[src/include/rv_defs.svh]
`ifndef RV_DEFS_SVH
`define RV_DEFS_SVH

// data path and pc width
`define XLEN 64

// register file geometry
`define NUM_REGS 32
`define REG_AW 5

// rv64 shift amount field
`define SHAMT_W 6

// control select widths
`define ALUOP_W 3
`define ASEL_W 1   // rs1 or pc
`define BSEL_W 2   // rs2, imm or 4
`define PCSEL_W 2  // plus4, jal, jalr

`endif

[src/rtl/rv_pkg.sv]
`include "rv_defs.svh"

package rv_pkg;

    typedef enum logic [1:0] {
        FETCH,
        DECODE,
        EXEC,
        WB
    } state_t;

    typedef enum logic [`ALUOP_W-1:0] {
        ALU_ADD,
        ALU_SUB,
        ALU_AND,
        ALU_OR,
        ALU_XOR,
        ALU_SLL,
        ALU_SRL,
        ALU_PASSB   // lui
    } alu_op_t;

    // major opcodes of the supported subset
    typedef enum logic [6:0] {
        OP_REG   = 7'b0110011,
        OP_IMM   = 7'b0010011,
        OP_LUI   = 7'b0110111,
        OP_AUIPC = 7'b0010111,
        OP_JAL   = 7'b1101111,
        OP_JALR  = 7'b1100111
    } opcode_t;

    localparam logic [`ASEL_W-1:0]  ASEL_RS1    = 1'b0;
    localparam logic [`ASEL_W-1:0]  ASEL_PC     = 1'b1;
    localparam logic [`BSEL_W-1:0]  BSEL_RS2    = 2'd0;
    localparam logic [`BSEL_W-1:0]  BSEL_IMM    = 2'd1;
    localparam logic [`BSEL_W-1:0]  BSEL_4      = 2'd2;
    localparam logic [`PCSEL_W-1:0] PCSEL_PLUS4 = 2'd0;
    localparam logic [`PCSEL_W-1:0] PCSEL_JAL   = 2'd1;
    localparam logic [`PCSEL_W-1:0] PCSEL_JALR  = 2'd2;

    typedef struct packed {
        logic             valid;
        logic [`XLEN-1:0] addr;
    } fetch_req_t;

    typedef struct packed {
        logic        valid;
        logic [31:0] instr;
    } fetch_rsp_t;

    typedef struct packed {
        logic               valid;
        logic [`XLEN-1:0]   pc;
        logic [31:0]        instr;
        logic [`REG_AW-1:0] rd;
        logic               we;
        logic [`XLEN-1:0]   wdata;
    } retire_t;

    typedef struct packed {
        alu_op_t             alu_op;
        logic [`ASEL_W-1:0]  a_sel;
        logic [`BSEL_W-1:0]  b_sel;
        logic [`PCSEL_W-1:0] pc_sel;
        logic                is_shift;
        logic                rf_we;
        logic [`REG_AW-1:0]  rd;
        logic [`REG_AW-1:0]  rs1;
        logic [`REG_AW-1:0]  rs2;
    } ctrl_t;

endpackage

[src/rtl/ctrl_fsm.sv]
`timescale 1ns/1ps

module ctrl_fsm import rv_pkg::*; (
    input  logic       clk,
    input  logic       rst,
    input  fetch_rsp_t fetch_rsp,
    input  logic       exec_finish,
    output logic       fetch_valid,
    output logic       dec_valid,
    output logic       exec_valid,
    output logic       wb_valid
);

    state_t state;
    state_t state_next;

    always_ff @(posedge clk) begin
        if (rst) begin
            state <= FETCH;
        end else begin
            state <= state_next;
        end
    end

    // one instruction in flight, no overlap between stages
    always_comb begin
        state_next = state;
        case (state)
            FETCH: begin
                if (fetch_rsp.valid) begin   // wait here for the memory
                    state_next = DECODE;
                end
            end
            DECODE: begin
                state_next = EXEC;
            end
            EXEC: begin
                if (exec_finish) begin   // shifts stay longer
                    state_next = WB;
                end
            end
            WB: begin
                state_next = FETCH;
            end
            default: begin
                state_next = FETCH;
            end
        endcase
    end

    // stage valids, one-hot by construction
    assign fetch_valid = (state == FETCH);
    assign dec_valid   = (state == DECODE);
    assign exec_valid  = (state == EXEC);
    assign wb_valid    = (state == WB);

endmodule

[src/rtl/instr_decoder.sv]
`timescale 1ns/1ps
`include "rv_defs.svh"

module instr_decoder import rv_pkg::*; (
    input  logic             clk,
    input  logic             rst,
    input  fetch_rsp_t       fetch_rsp,
    input  logic             dec_valid,
    output logic [31:0]      instr,
    output ctrl_t            ctrl,
    output logic [`XLEN-1:0] imm
);

    logic [31:0]      instr_q;
    logic [2:0]       funct3;
    logic [6:0]       funct7;
    logic             supported;
    ctrl_t            dec;
    logic [`XLEN-1:0] imm_i;
    logic [`XLEN-1:0] imm_u;
    logic [`XLEN-1:0] imm_j;
    logic [`XLEN-1:0] imm_next;

    // instruction register, loaded on the memory response
    always_ff @(posedge clk) begin
        if (fetch_rsp.valid) begin
            instr_q <= fetch_rsp.instr;
        end
    end

    assign instr  = instr_q;
    assign funct3 = instr_q[14:12];
    assign funct7 = instr_q[31:25];

    assign imm_i = {{(`XLEN-12){instr_q[31]}}, instr_q[31:20]};
    assign imm_u = {{(`XLEN-32){instr_q[31]}}, instr_q[31:12], 12'b0};
    assign imm_j = {{(`XLEN-21){instr_q[31]}}, instr_q[31], instr_q[19:12],
                    instr_q[20], instr_q[30:21], 1'b0};

    always_comb begin
        dec          = '0;
        dec.alu_op   = ALU_ADD;
        dec.a_sel    = ASEL_RS1;
        dec.b_sel    = BSEL_RS2;
        dec.pc_sel   = PCSEL_PLUS4;
        dec.rd       = instr_q[11:7];
        dec.rs1      = instr_q[19:15];
        dec.rs2      = instr_q[24:20];
        supported    = 1'b0;
        imm_next     = imm_i;
        case (instr_q[6:0])
            OP_REG: begin
                if (funct7 == 7'b0000000) begin
                    supported = 1'b1;
                    case (funct3)
                        3'b000: dec.alu_op = ALU_ADD;
                        3'b001: begin
                            dec.alu_op   = ALU_SLL;
                            dec.is_shift = 1'b1;
                        end
                        3'b100: dec.alu_op = ALU_XOR;
                        3'b101: begin
                            dec.alu_op   = ALU_SRL;
                            dec.is_shift = 1'b1;
                        end
                        3'b110: dec.alu_op = ALU_OR;
                        3'b111: dec.alu_op = ALU_AND;
                        default: supported = 1'b0;   // slt, sltu
                    endcase
                end else if (funct7 == 7'b0100000 && funct3 == 3'b000) begin
                    supported  = 1'b1;
                    dec.alu_op = ALU_SUB;
                end
            end
            OP_IMM: begin
                dec.b_sel = BSEL_IMM;
                supported = 1'b1;
                case (funct3)
                    3'b000: dec.alu_op = ALU_ADD;
                    3'b100: dec.alu_op = ALU_XOR;
                    3'b110: dec.alu_op = ALU_OR;
                    3'b111: dec.alu_op = ALU_AND;
                    3'b001: begin
                        dec.alu_op   = ALU_SLL;
                        dec.is_shift = (instr_q[31:26] == 6'b0);
                        supported    = (instr_q[31:26] == 6'b0);
                    end
                    3'b101: begin
                        dec.alu_op   = ALU_SRL;
                        dec.is_shift = (instr_q[31:26] == 6'b0);   // srai not taken
                        supported    = (instr_q[31:26] == 6'b0);
                    end
                    default: supported = 1'b0;
                endcase
            end
            OP_LUI: begin
                supported  = 1'b1;
                dec.alu_op = ALU_PASSB;
                dec.b_sel  = BSEL_IMM;
                imm_next   = imm_u;
            end
            OP_AUIPC: begin
                supported = 1'b1;
                dec.a_sel = ASEL_PC;
                dec.b_sel = BSEL_IMM;
                imm_next  = imm_u;
            end
            OP_JAL: begin
                supported  = 1'b1;
                dec.a_sel  = ASEL_PC;   // link = pc + 4 through the alu
                dec.b_sel  = BSEL_4;
                dec.pc_sel = PCSEL_JAL;
                imm_next   = imm_j;
            end
            OP_JALR: begin
                if (funct3 == 3'b000) begin
                    supported  = 1'b1;
                    dec.a_sel  = ASEL_PC;
                    dec.b_sel  = BSEL_4;
                    dec.pc_sel = PCSEL_JALR;
                end
            end
            default: ;
        endcase
        dec.rf_we = supported && (dec.rd != '0);   // no write for x0
    end

    always_ff @(posedge clk) begin
        if (rst) begin
            ctrl <= '0;
        end else if (dec_valid) begin
            ctrl <= dec;
        end
    end

    always_ff @(posedge clk) begin
        if (dec_valid) begin
            imm <= imm_next;
        end
    end

endmodule

[src/rtl/reg_file.sv]
`timescale 1ns/1ps
`include "rv_defs.svh"

module reg_file (
    input  logic               clk,
    input  logic [`REG_AW-1:0] rs1,
    input  logic [`REG_AW-1:0] rs2,
    output logic [`XLEN-1:0]   rdata1,
    output logic [`XLEN-1:0]   rdata2,
    input  logic               we,
    input  logic [`REG_AW-1:0] waddr,
    input  logic [`XLEN-1:0]   wdata
);

    logic [`XLEN-1:0] regs [`NUM_REGS];

    // x0 is never stored
    always_ff @(posedge clk) begin
        if (we && waddr != '0) begin
            regs[waddr] <= wdata;
        end
    end

    // combinational read ports
    assign rdata1 = (rs1 == '0) ? '0 : regs[rs1];
    assign rdata2 = (rs2 == '0) ? '0 : regs[rs2];

endmodule

[src/rtl/shift_unit.sv]
`timescale 1ns/1ps
`include "rv_defs.svh"

module shift_unit (
    input  logic                clk,
    input  logic                rst,
    input  logic                start,
    input  logic                left,
    input  logic [`XLEN-1:0]    value,
    input  logic [`SHAMT_W-1:0] shamt,
    output logic                busy,
    output logic                done,
    output logic [`XLEN-1:0]    result
);

    logic [`XLEN-1:0]    data_q;
    logic [`XLEN-1:0]    step;
    logic [`SHAMT_W-1:0] cnt_q;
    logic                load;

    assign load = start && !busy;
    assign step = left ? (data_q << 1) : (data_q >> 1);   // one bit per cycle

    // last step is taken straight from the shifter, zero shift finishes on start
    assign done   = (load && shamt == '0) || (busy && cnt_q == `SHAMT_W'(1));
    assign result = busy ? step : value;

    always_ff @(posedge clk) begin
        if (rst) begin
            busy  <= 1'b0;
            cnt_q <= '0;
        end else if (load) begin
            busy  <= (shamt != '0);
            cnt_q <= shamt;
        end else if (busy) begin
            cnt_q <= cnt_q - 1'b1;
            if (cnt_q == `SHAMT_W'(1)) begin
                busy <= 1'b0;
            end
        end
    end

    always_ff @(posedge clk) begin
        if (load) begin
            data_q <= value;
        end else if (busy) begin
            data_q <= step;
        end
    end

endmodule

[src/rtl/exec_unit.sv]
`timescale 1ns/1ps
`include "rv_defs.svh"

module exec_unit import rv_pkg::*; (
    input  logic               clk,
    input  logic               rst,
    input  logic               exec_valid,
    input  logic               wb_valid,
    input  ctrl_t              ctrl,
    input  logic [`XLEN-1:0]   imm,
    input  logic [31:0]        instr,
    input  logic [`XLEN-1:0]   rdata1,
    input  logic [`XLEN-1:0]   rdata2,
    output logic               exec_finish,
    output logic               rf_we,
    output logic [`REG_AW-1:0] rf_waddr,
    output logic [`XLEN-1:0]   rf_wdata,
    output logic [`XLEN-1:0]   pc,
    output retire_t            retire
);

    logic [`XLEN-1:0] op_a;
    logic [`XLEN-1:0] op_b;
    logic [`XLEN-1:0] alu_out;
    logic [`XLEN-1:0] result_q;
    logic [`XLEN-1:0] pc_plus4;
    logic [`XLEN-1:0] jalr_sum;
    logic [`XLEN-1:0] next_pc;
    logic [`XLEN-1:0] shift_out;
    logic             shift_start;
    logic             shift_busy;
    logic             shift_done;

    assign op_a = (ctrl.a_sel == ASEL_PC) ? pc : rdata1;

    always_comb begin
        case (ctrl.b_sel)
            BSEL_IMM: op_b = imm;
            BSEL_4:   op_b = `XLEN'(4);
            default:  op_b = rdata2;
        endcase
    end

    // kicked once on the first exec cycle
    assign shift_start = exec_valid && ctrl.is_shift && !shift_busy;

    shift_unit u_shift_unit (
        .clk    (clk),
        .rst    (rst),
        .start  (shift_start),
        .left   (ctrl.alu_op == ALU_SLL),
        .value  (op_a),
        .shamt  (op_b[`SHAMT_W-1:0]),
        .busy   (shift_busy),
        .done   (shift_done),
        .result (shift_out)
    );

    assign exec_finish = ctrl.is_shift ? shift_done : exec_valid;

    always_comb begin
        case (ctrl.alu_op)
            ALU_SUB:   alu_out = op_a - op_b;
            ALU_AND:   alu_out = op_a & op_b;
            ALU_OR:    alu_out = op_a | op_b;
            ALU_XOR:   alu_out = op_a ^ op_b;
            ALU_SLL,
            ALU_SRL:   alu_out = shift_out;
            ALU_PASSB: alu_out = op_b;
            default:   alu_out = op_a + op_b;   // add, auipc, link
        endcase
    end

    always_ff @(posedge clk) begin
        if (exec_finish) begin
            result_q <= alu_out;
        end
    end

    assign pc_plus4 = pc + `XLEN'(4);
    assign jalr_sum = rdata1 + imm;

    always_comb begin
        case (ctrl.pc_sel)
            PCSEL_JAL:  next_pc = pc + imm;
            PCSEL_JALR: next_pc = {jalr_sum[`XLEN-1:1], 1'b0};
            default:    next_pc = pc_plus4;
        endcase
    end

    always_ff @(posedge clk) begin
        if (rst) begin
            pc <= '0;
        end else if (wb_valid) begin
            pc <= next_pc;
        end
    end

    assign rf_we    = wb_valid && ctrl.rf_we;
    assign rf_waddr = ctrl.rd;
    assign rf_wdata = result_q;

    // pc still holds the retiring instruction's address in wb
    always_comb begin
        retire.valid = wb_valid;
        retire.pc    = pc;
        retire.instr = instr;
        retire.rd    = ctrl.rd;
        retire.we    = ctrl.rf_we;
        retire.wdata = result_q;
    end

endmodule

[src/rtl/rv_core.sv]
`timescale 1ns/1ps
`include "rv_defs.svh"

module rv_core import rv_pkg::*; (
    input  logic       clk,
    input  logic       rst,
    output fetch_req_t fetch_req,
    input  fetch_rsp_t fetch_rsp,
    output retire_t    retire
);

    logic               fetch_valid;
    logic               dec_valid;
    logic               exec_valid;
    logic               wb_valid;
    logic               exec_finish;
    logic [31:0]        instr;
    ctrl_t              ctrl;
    logic [`XLEN-1:0]   imm;
    logic [`XLEN-1:0]   rdata1;
    logic [`XLEN-1:0]   rdata2;
    logic               rf_we;
    logic [`REG_AW-1:0] rf_waddr;
    logic [`XLEN-1:0]   rf_wdata;
    logic [`XLEN-1:0]   pc;

    // request is held for the whole fetch state
    assign fetch_req.valid = fetch_valid;
    assign fetch_req.addr  = pc;

    ctrl_fsm u_ctrl_fsm (
        .clk         (clk),
        .rst         (rst),
        .fetch_rsp   (fetch_rsp),
        .exec_finish (exec_finish),
        .fetch_valid (fetch_valid),
        .dec_valid   (dec_valid),
        .exec_valid  (exec_valid),
        .wb_valid    (wb_valid)
    );

    instr_decoder u_instr_decoder (
        .clk       (clk),
        .rst       (rst),
        .fetch_rsp (fetch_rsp),
        .dec_valid (dec_valid),
        .instr     (instr),
        .ctrl      (ctrl),
        .imm       (imm)
    );

    reg_file u_reg_file (
        .clk    (clk),
        .rs1    (ctrl.rs1),
        .rs2    (ctrl.rs2),
        .rdata1 (rdata1),
        .rdata2 (rdata2),
        .we     (rf_we),
        .waddr  (rf_waddr),
        .wdata  (rf_wdata)
    );

    exec_unit u_exec_unit (
        .clk         (clk),
        .rst         (rst),
        .exec_valid  (exec_valid),
        .wb_valid    (wb_valid),
        .ctrl        (ctrl),
        .imm         (imm),
        .instr       (instr),
        .rdata1      (rdata1),
        .rdata2      (rdata2),
        .exec_finish (exec_finish),
        .rf_we       (rf_we),
        .rf_waddr    (rf_waddr),
        .rf_wdata    (rf_wdata),
        .pc          (pc),
        .retire      (retire)
    );

endmodule

[config.mk]
export PLATFORM = sky130hd
export DESIGN_NAME = rv_core
export DESIGN_NICKNAME = d
export VERILOG_FILES = /design/src/rtl/rv_pkg.sv /design/src/rtl/ctrl_fsm.sv /design/src/rtl/instr_decoder.sv /design/src/rtl/reg_file.sv /design/src/rtl/shift_unit.sv /design/src/rtl/exec_unit.sv /design/src/rtl/rv_core.sv
export VERILOG_INCLUDE_DIRS = /design/src /design/src/include
export SDC_FILE = /design/constraint.sdc
export NUM_CORES = 2
export LEC_CHECK = 0
export BUFFER_PORTS_ARGS = -buffer_cell sky130_fd_sc_hd__buf_2
export CELL_PAD_IN_SITES_DETAIL_PLACEMENT = 0
export CELL_PAD_IN_SITES_GLOBAL_PLACEMENT = 2
export CORE_UTILIZATION = 25
export DETAILED_ROUTE_END_ITERATION = 10
export PLACE_DENSITY = 0.5
export SLEW_MARGIN = 20
export SYNTH_ARGS = -nofsm -noshare
export SYNTH_HDL_FRONTEND = slang
export SYNTH_SLANG_ARGS = --single-unit
[constraint.sdc]
create_clock -name clk -period 20.3 [get_ports clk]
set_input_delay 2.03 -clock clk [delete_from_list [all_inputs] [get_ports clk]]
set_output_delay 2.03 -clock clk [all_outputs]
set_load 0.01 [all_outputs]
; ---- Word level (Yosys, flattened, before mapping)
; Memories as Yosys holds them, arrays and structs flattened. A register that Yosys moved wholly into a read port is not among the register bits.
; Cells that the tools add are included.
; W data, S select, Z words.
[totals]
input_bits = 35
ff_bits = 290
ram_bits = 2048
n_memories = 1
[memory_table]
columns = memory, depth, word_bits, rd, rd_ports_with_merged_regs, wr, line
row1 = u_reg_file.regs, 32, 64, 2, 2, 1, reg_file.sv:15  ; logic [`XLEN-1:0] regs [`NUM_REGS];
[classes]
n_eq_ne = 29
n_addsub = 6
n_mux = 44
reduce_logical = 31
bitwise = 3
[ops]
columns = operator, n
row1 = $mux W64, 7
row2 = $pmux W64 S6, 1
row3 = $pmux W64 S2, 2
row4 = $add A64 B64 Y64, 3
row5 = $add A64 B3 Y64 const B, 1
row6 = $and A64 B64 Y64, 1
row7 = $or A64 B64 Y64, 1
row8 = $sub A64 B64 Y64, 1
row9 = $xor A64 B64 Y64, 1
row10 = $pmux W31 S2, 1
row11 = $mux W5, 5
row12 = $eq A3 B3 Y1 const B, 8
row13 = $eq A7 B6 Y1 const B, 3
row14 = $pmux W3 S5, 1
row15 = $eq A7 B5 Y1 const B, 2
row16 = $eq A7 B7 Y1 const B, 2
row17 = $mux W1, 14
row18 = $logic_not A6 Y1, 2
row19 = $mux W6, 2
row20 = $logic_not A5 Y1, 2
row21 = $reduce_bool A5 Y1, 2
row22 = $logic_and A1 B1 Y1, 9
row23 = $pmux W3 S3, 1
row24 = $eq A2 B2 Y1 const B, 4
row25 = other kinds (25), 37

; ---- Logic depth before layout (Yosys ltp)
[depth]
depth_word = 9
depth_mapped = 31
mapped_depth_nobuf = 28

; ---- Cells and area by module
; A second synthesis with hierarchy kept.
[unflattened]
hier_cells = 8888
area_unflattened_um2 = 128396.9
[modules_own_cells]
columns = module, area_per_inst_um2, instances, cells_each, seq_area_each_um2
row1 = reg_file, 93922.6, 1, 4565, 61499.0
row2 = exec_unit, 26317.7, 1, 3558, 3203.1
row3 = shift_unit, 4247.8, 1, 469, 2062.0
row4 = instr_decoder, 3742.3, 1, 279, 2422.3
row5 = ctrl_fsm, 158.9, 1, 16, 40.0
row6 = rv_core, 7.5, 1, 1, 0.0

; ---- Worst setup path after synthesis
; OpenSTA, ideal clock, no wires.
[synth_path]
path_kind = reg-to-reg
from = reg with a tool-made name
to = reg u_exec_unit.result_q[62], in the netlist u_exec_unit.rf_wdata[62], data pin
arrival_ps = 6500
path_stages_with_launch = 29
setup_ps = 276
synth_period_minus_slack_ps = 6777
setup_slack_ps = 13523
t_required_ps = 20024
cell_sequence = dfxtp_1 buf_6 buf_2 mux4_2 a22oi_1 a21oi_1 a211o_1 inv_1 ha_1 or4b_4 nor4_4 nand4_4 nor3_4 and2_1 nor2_1 xnor2_1 ha_1 clkbuf_1 and3_1 and2_1 a221oi_1 nor3b_1 a211oi_1 nand2_1 a31oi_1 o31ai_1 a211oi_1 or4_1 nand3_1
[synth_lines]
columns = element, line
row1 = end signal: assignment, exec_unit.sv:76  ; result_q <= alu_out;
row2 = end: declaration, exec_unit.sv:25  ; logic [`XLEN-1:0] result_q;

==> out/qor.txt <==
Vias per cell: 5.40
CP Class: register to register
Hold buffers post-CTS: 0
FF+latch area: 69,500 um^2
CP Data Arrival Time: 11.40 ns
Port bufs: 266
Post-CTS sizing: 0
GR Overflow Total: 0
Worst-path fanout max: 43
Crit path capture type: register
CP max stage delay: 1.00 ns
Footprint of the multi-input gates: 53,900 um^2
Core Area: 505,000 um^2
Num CTS Buffers: 284
Period minus WS final: 10.62 ns
Vias in the first global route: 85,000
Max-slew violations: 0
Reg clk slew, reported paths: 0.06 ns
Post-synth EDFFs: 2,240
Synth Flop Type: edfxtp_1
FMAX: 94.2 MHz
Clk root buf: clkbuf_16
Fin util: 28.9%
FFs w/ async S/R, synth: 0%
Worst path bufs/invs: 4
Starting Density: 25.1%
Final ANT Viol Nets: 0
WL per Instance: 34.8 um
Max_slew headroom: 14.8%
Routed wire length: 543,000 um
Total power divided by cell area: 148 nW/um^2
Worst-Skew Late Latency: 0.96 ns
Placed Area: 137,000 um^2
Most Frequent Cell on Critical Path: buf_4
IO Count: 267
Top Family by Delay on Critical Path: simple AND/OR/NAND/NOR gates
Post-synthesis sequential area ratio: 54.8%
# DRC: 0
Pre-CTS setup slack: 9.82 ns
Std cell rows: 261
HPWL Detailed: 357,000 um
Setup_tns: 0 ns
Yosys warning count: 0
Final setup fails: 0
Crit start category: register
Die footprint: 510,000 um^2
Layout area overhead: 15.1%
Post-CTS setup buffers: 0
Filler Cell Count: 50,400
Initial DRC count: 8,988
TritonCTS clock tree: done
Worst-Margin Slew: 1.27 ns
Clock sink count: 2,348
Fin nets: 9,010
GRT Util Overall: 20.7%
Post-synthesis instance total: 8,367
Leak: 47.7 nW
Final period utilization: 52.3%
GP Congestion: 0.853
Hold Path Class: register to register
Die height: 714 um
Drt first pass iters: 6
Htree depth: 5
Worst vdd ir: 0.000120 V
Slowest CP cell: nor4_1
Netlist Area Pre-Place: 127,000 um^2
Clk buf depth: 4
Max-cap violations: 0
Final worst slack: 9.68 ns
Run status: finished, final reports clean
First-pass GRT wire length: 737,000 um
Final Hold Fails: 0
Final clock skew: 0.0567 ns
Die width: 714 um
Initial antenna violation count: 49
Largest net degree at the start of global routing: 89
Syn_area_per_cell: 15.1 um^2
Netlist cell types: 103
Share of layout cells above drive strength 1: 26.1%
RSZ-0062 raised after global routing: false
Crit path required time: 21.09 ns
Synth Register Bits: 2,348
Design area: 146,000 um^2
Vias: 84,200
[state kept, by name, indices dropped and copies added (netlist names), named ones only]
| name | count |
|---|---|
| u_exec_unit.u_shift_unit.cnt_q | 6 |
| u_instr_decoder.imm | 32 |
| u_exec_unit.u_shift_unit.data_q | 64 |
| u_instr_decoder.ctrl | 25 |
| u_ctrl_fsm.state | 2 |
| u_exec_unit.pc | 64 |
| u_exec_unit.rf_wdata | 64 |
| u_reg_file.regs | 2048 |
| u_instr_decoder.instr | 32 |
| u_exec_unit.u_shift_unit.busy | 1 |
[synthesized netlist by cell type (49+ instances only)]
master | n | area, um^2
edfxtp_1 | 2240 | 67300
mux4_2 | 1120 | 25200
a21oi_1 | 490 | 2450
nor2_1 | 423 | 1590
nand2_1 | 368 | 1380
clkbuf_1 | 352 | 1320
ha_1 | 328 | 4100
mux2i_1 | 326 | 3260
o21ai_0 | 241 | 1210
inv_1 | 219 | 822
a21o_1 | 173 | 1300
a22oi_1 | 169 | 1270
xnor2_1 | 159 | 1390
buf_4 | 127 | 953
dfxtp_1 | 108 | 2160
buf_1 | 106 | 398
nand3_1 | 102 | 510
nor3_1 | 80 | 400
a221oi_1 | 76 | 666
o221ai_1 | 71 | 622
nand4_1 | 70 | 438
xor2_1 | 65 | 569
o22ai_1 | 62 | 388
a211oi_1 | 58 | 435
mux2_2 | 53 | 597
o21bai_1 | 52 | 390
buf_2 | 49 | 245
o21a_1 | 49 | 368
[cell type report]
type / instances / area share (%)
antenna: 14 / 0.0240
clock buffer: 367 / 5.29
clock inverter: 143 / 0.930
inverter: 225 / 0.579
multi-input combinational: 5188 / 37.0
sequential: 2348 / 47.6
tap: 6706 / 5.75
timing repair buffer: 597 / 2.86
[cells by family after synthesis]
family	after synthesis	synth area share [%]
AO/OA/AOI/OAI	1708	8.92
XOR/XNOR	224	1.55
adder cells (fa/ha/maj)	331	3.29
buffers and inverters	894	3.29
flip-flops	2348	54.8
multiplexers	1505	23.1
other	1	0.00296
AND/OR/NAND/NOR	1356	5.12
[where the power goes]
group / internal (W) / switching (W) / leakage, nW
clock network: 0.00297 / 0.00216 / 4.42
registers: 0.00616 / 0.000277 / 21.1
logic: 0.00345 / 0.00659 / 22.1
[worst register-to-register path, cell delays in order (launching register included)]
cell	delay, ns
dfxtp_4	0.83
buf_4	0.68
buf_4	0.79
buf_4	0.69
buf_4	0.65
mux4_2	0.40
a22oi_1	0.23
nand2_1	0.12
o21ai_1	0.96
nand4_1	0.61
nor4_1	1.01
nand2_1	0.29
nor3_2	0.36
nor2_1	0.09
xnor2_1	0.16
ha_1	0.41
nor2b_1	0.17
o21ai_0	0.18
nand2b_1	0.11
a21o_1	0.19
a21oi_1	0.14
o21bai_1	0.12
a221oi_1	0.49
a21oi_1	0.17
or4_1	0.50
nand3_1	0.11
[worst paths after layout]
path	start	to	slack [ns]	depth (start not counted)
setup / recovery	register	u_exec_unit.rf_wdata[61]	9.68	25
hold / removal	u_instr_decoder.ctrl[15]	u_instr_decoder.ctrl[15]	0.51	2
setup reg to reg	register	u_exec_unit.rf_wdata[61]	9.68	25
hold reg to reg	u_instr_decoder.ctrl[15]	u_instr_decoder.ctrl[15]	0.51	2
[cell usage in the layout (no fill, tap or decap), drive strengths merged, types with 53 or more instances in the layout]
cell type	n
dfxtp	108
mux2	53
nor2	423
mux2i	326
a221oi	77
a21o	173
a22oi	169
o21ai	248
edfxtp	2240
mux4	1126
xor2	65
xnor2	159
o22ai	62
nand2	368
clkinv	102
ha	328
nor3	84
conb	64
nand3	102
o221ai	71
nand4	72
inv	235
clkbuf	367
a211oi	60
a21oi	490
buf	597
[routing by layer]
metal / vias up / GRT usage [%] / wire (um) / part of all wire [%]
li1: 34700 / - / - / -
met3: 634 / 3.55 / 35400 / 6.5
met4: 18 / 5.34 / 15200 / 2.8
met1: 45400 / 28.4 / 237000 / 44
met2: 3376 / 33.9 / 255000 / 47
met5: - / 0 / 120 / 0.022
[metrics by stage]
stage          hold WS (ns)  power, W  std cells
6_report              0.513    0.0216      15600
4_1_cts               0.511    0.0217      15600
5_1_grt               0.558    0.0226      15600
2_1_floorplan         0.457    0.0125       8430
3_5_place_dp          0.494    0.0165      15100
3_3_place_gp          0.491    0.0165      15100
(Power assumes the default switching activity.)
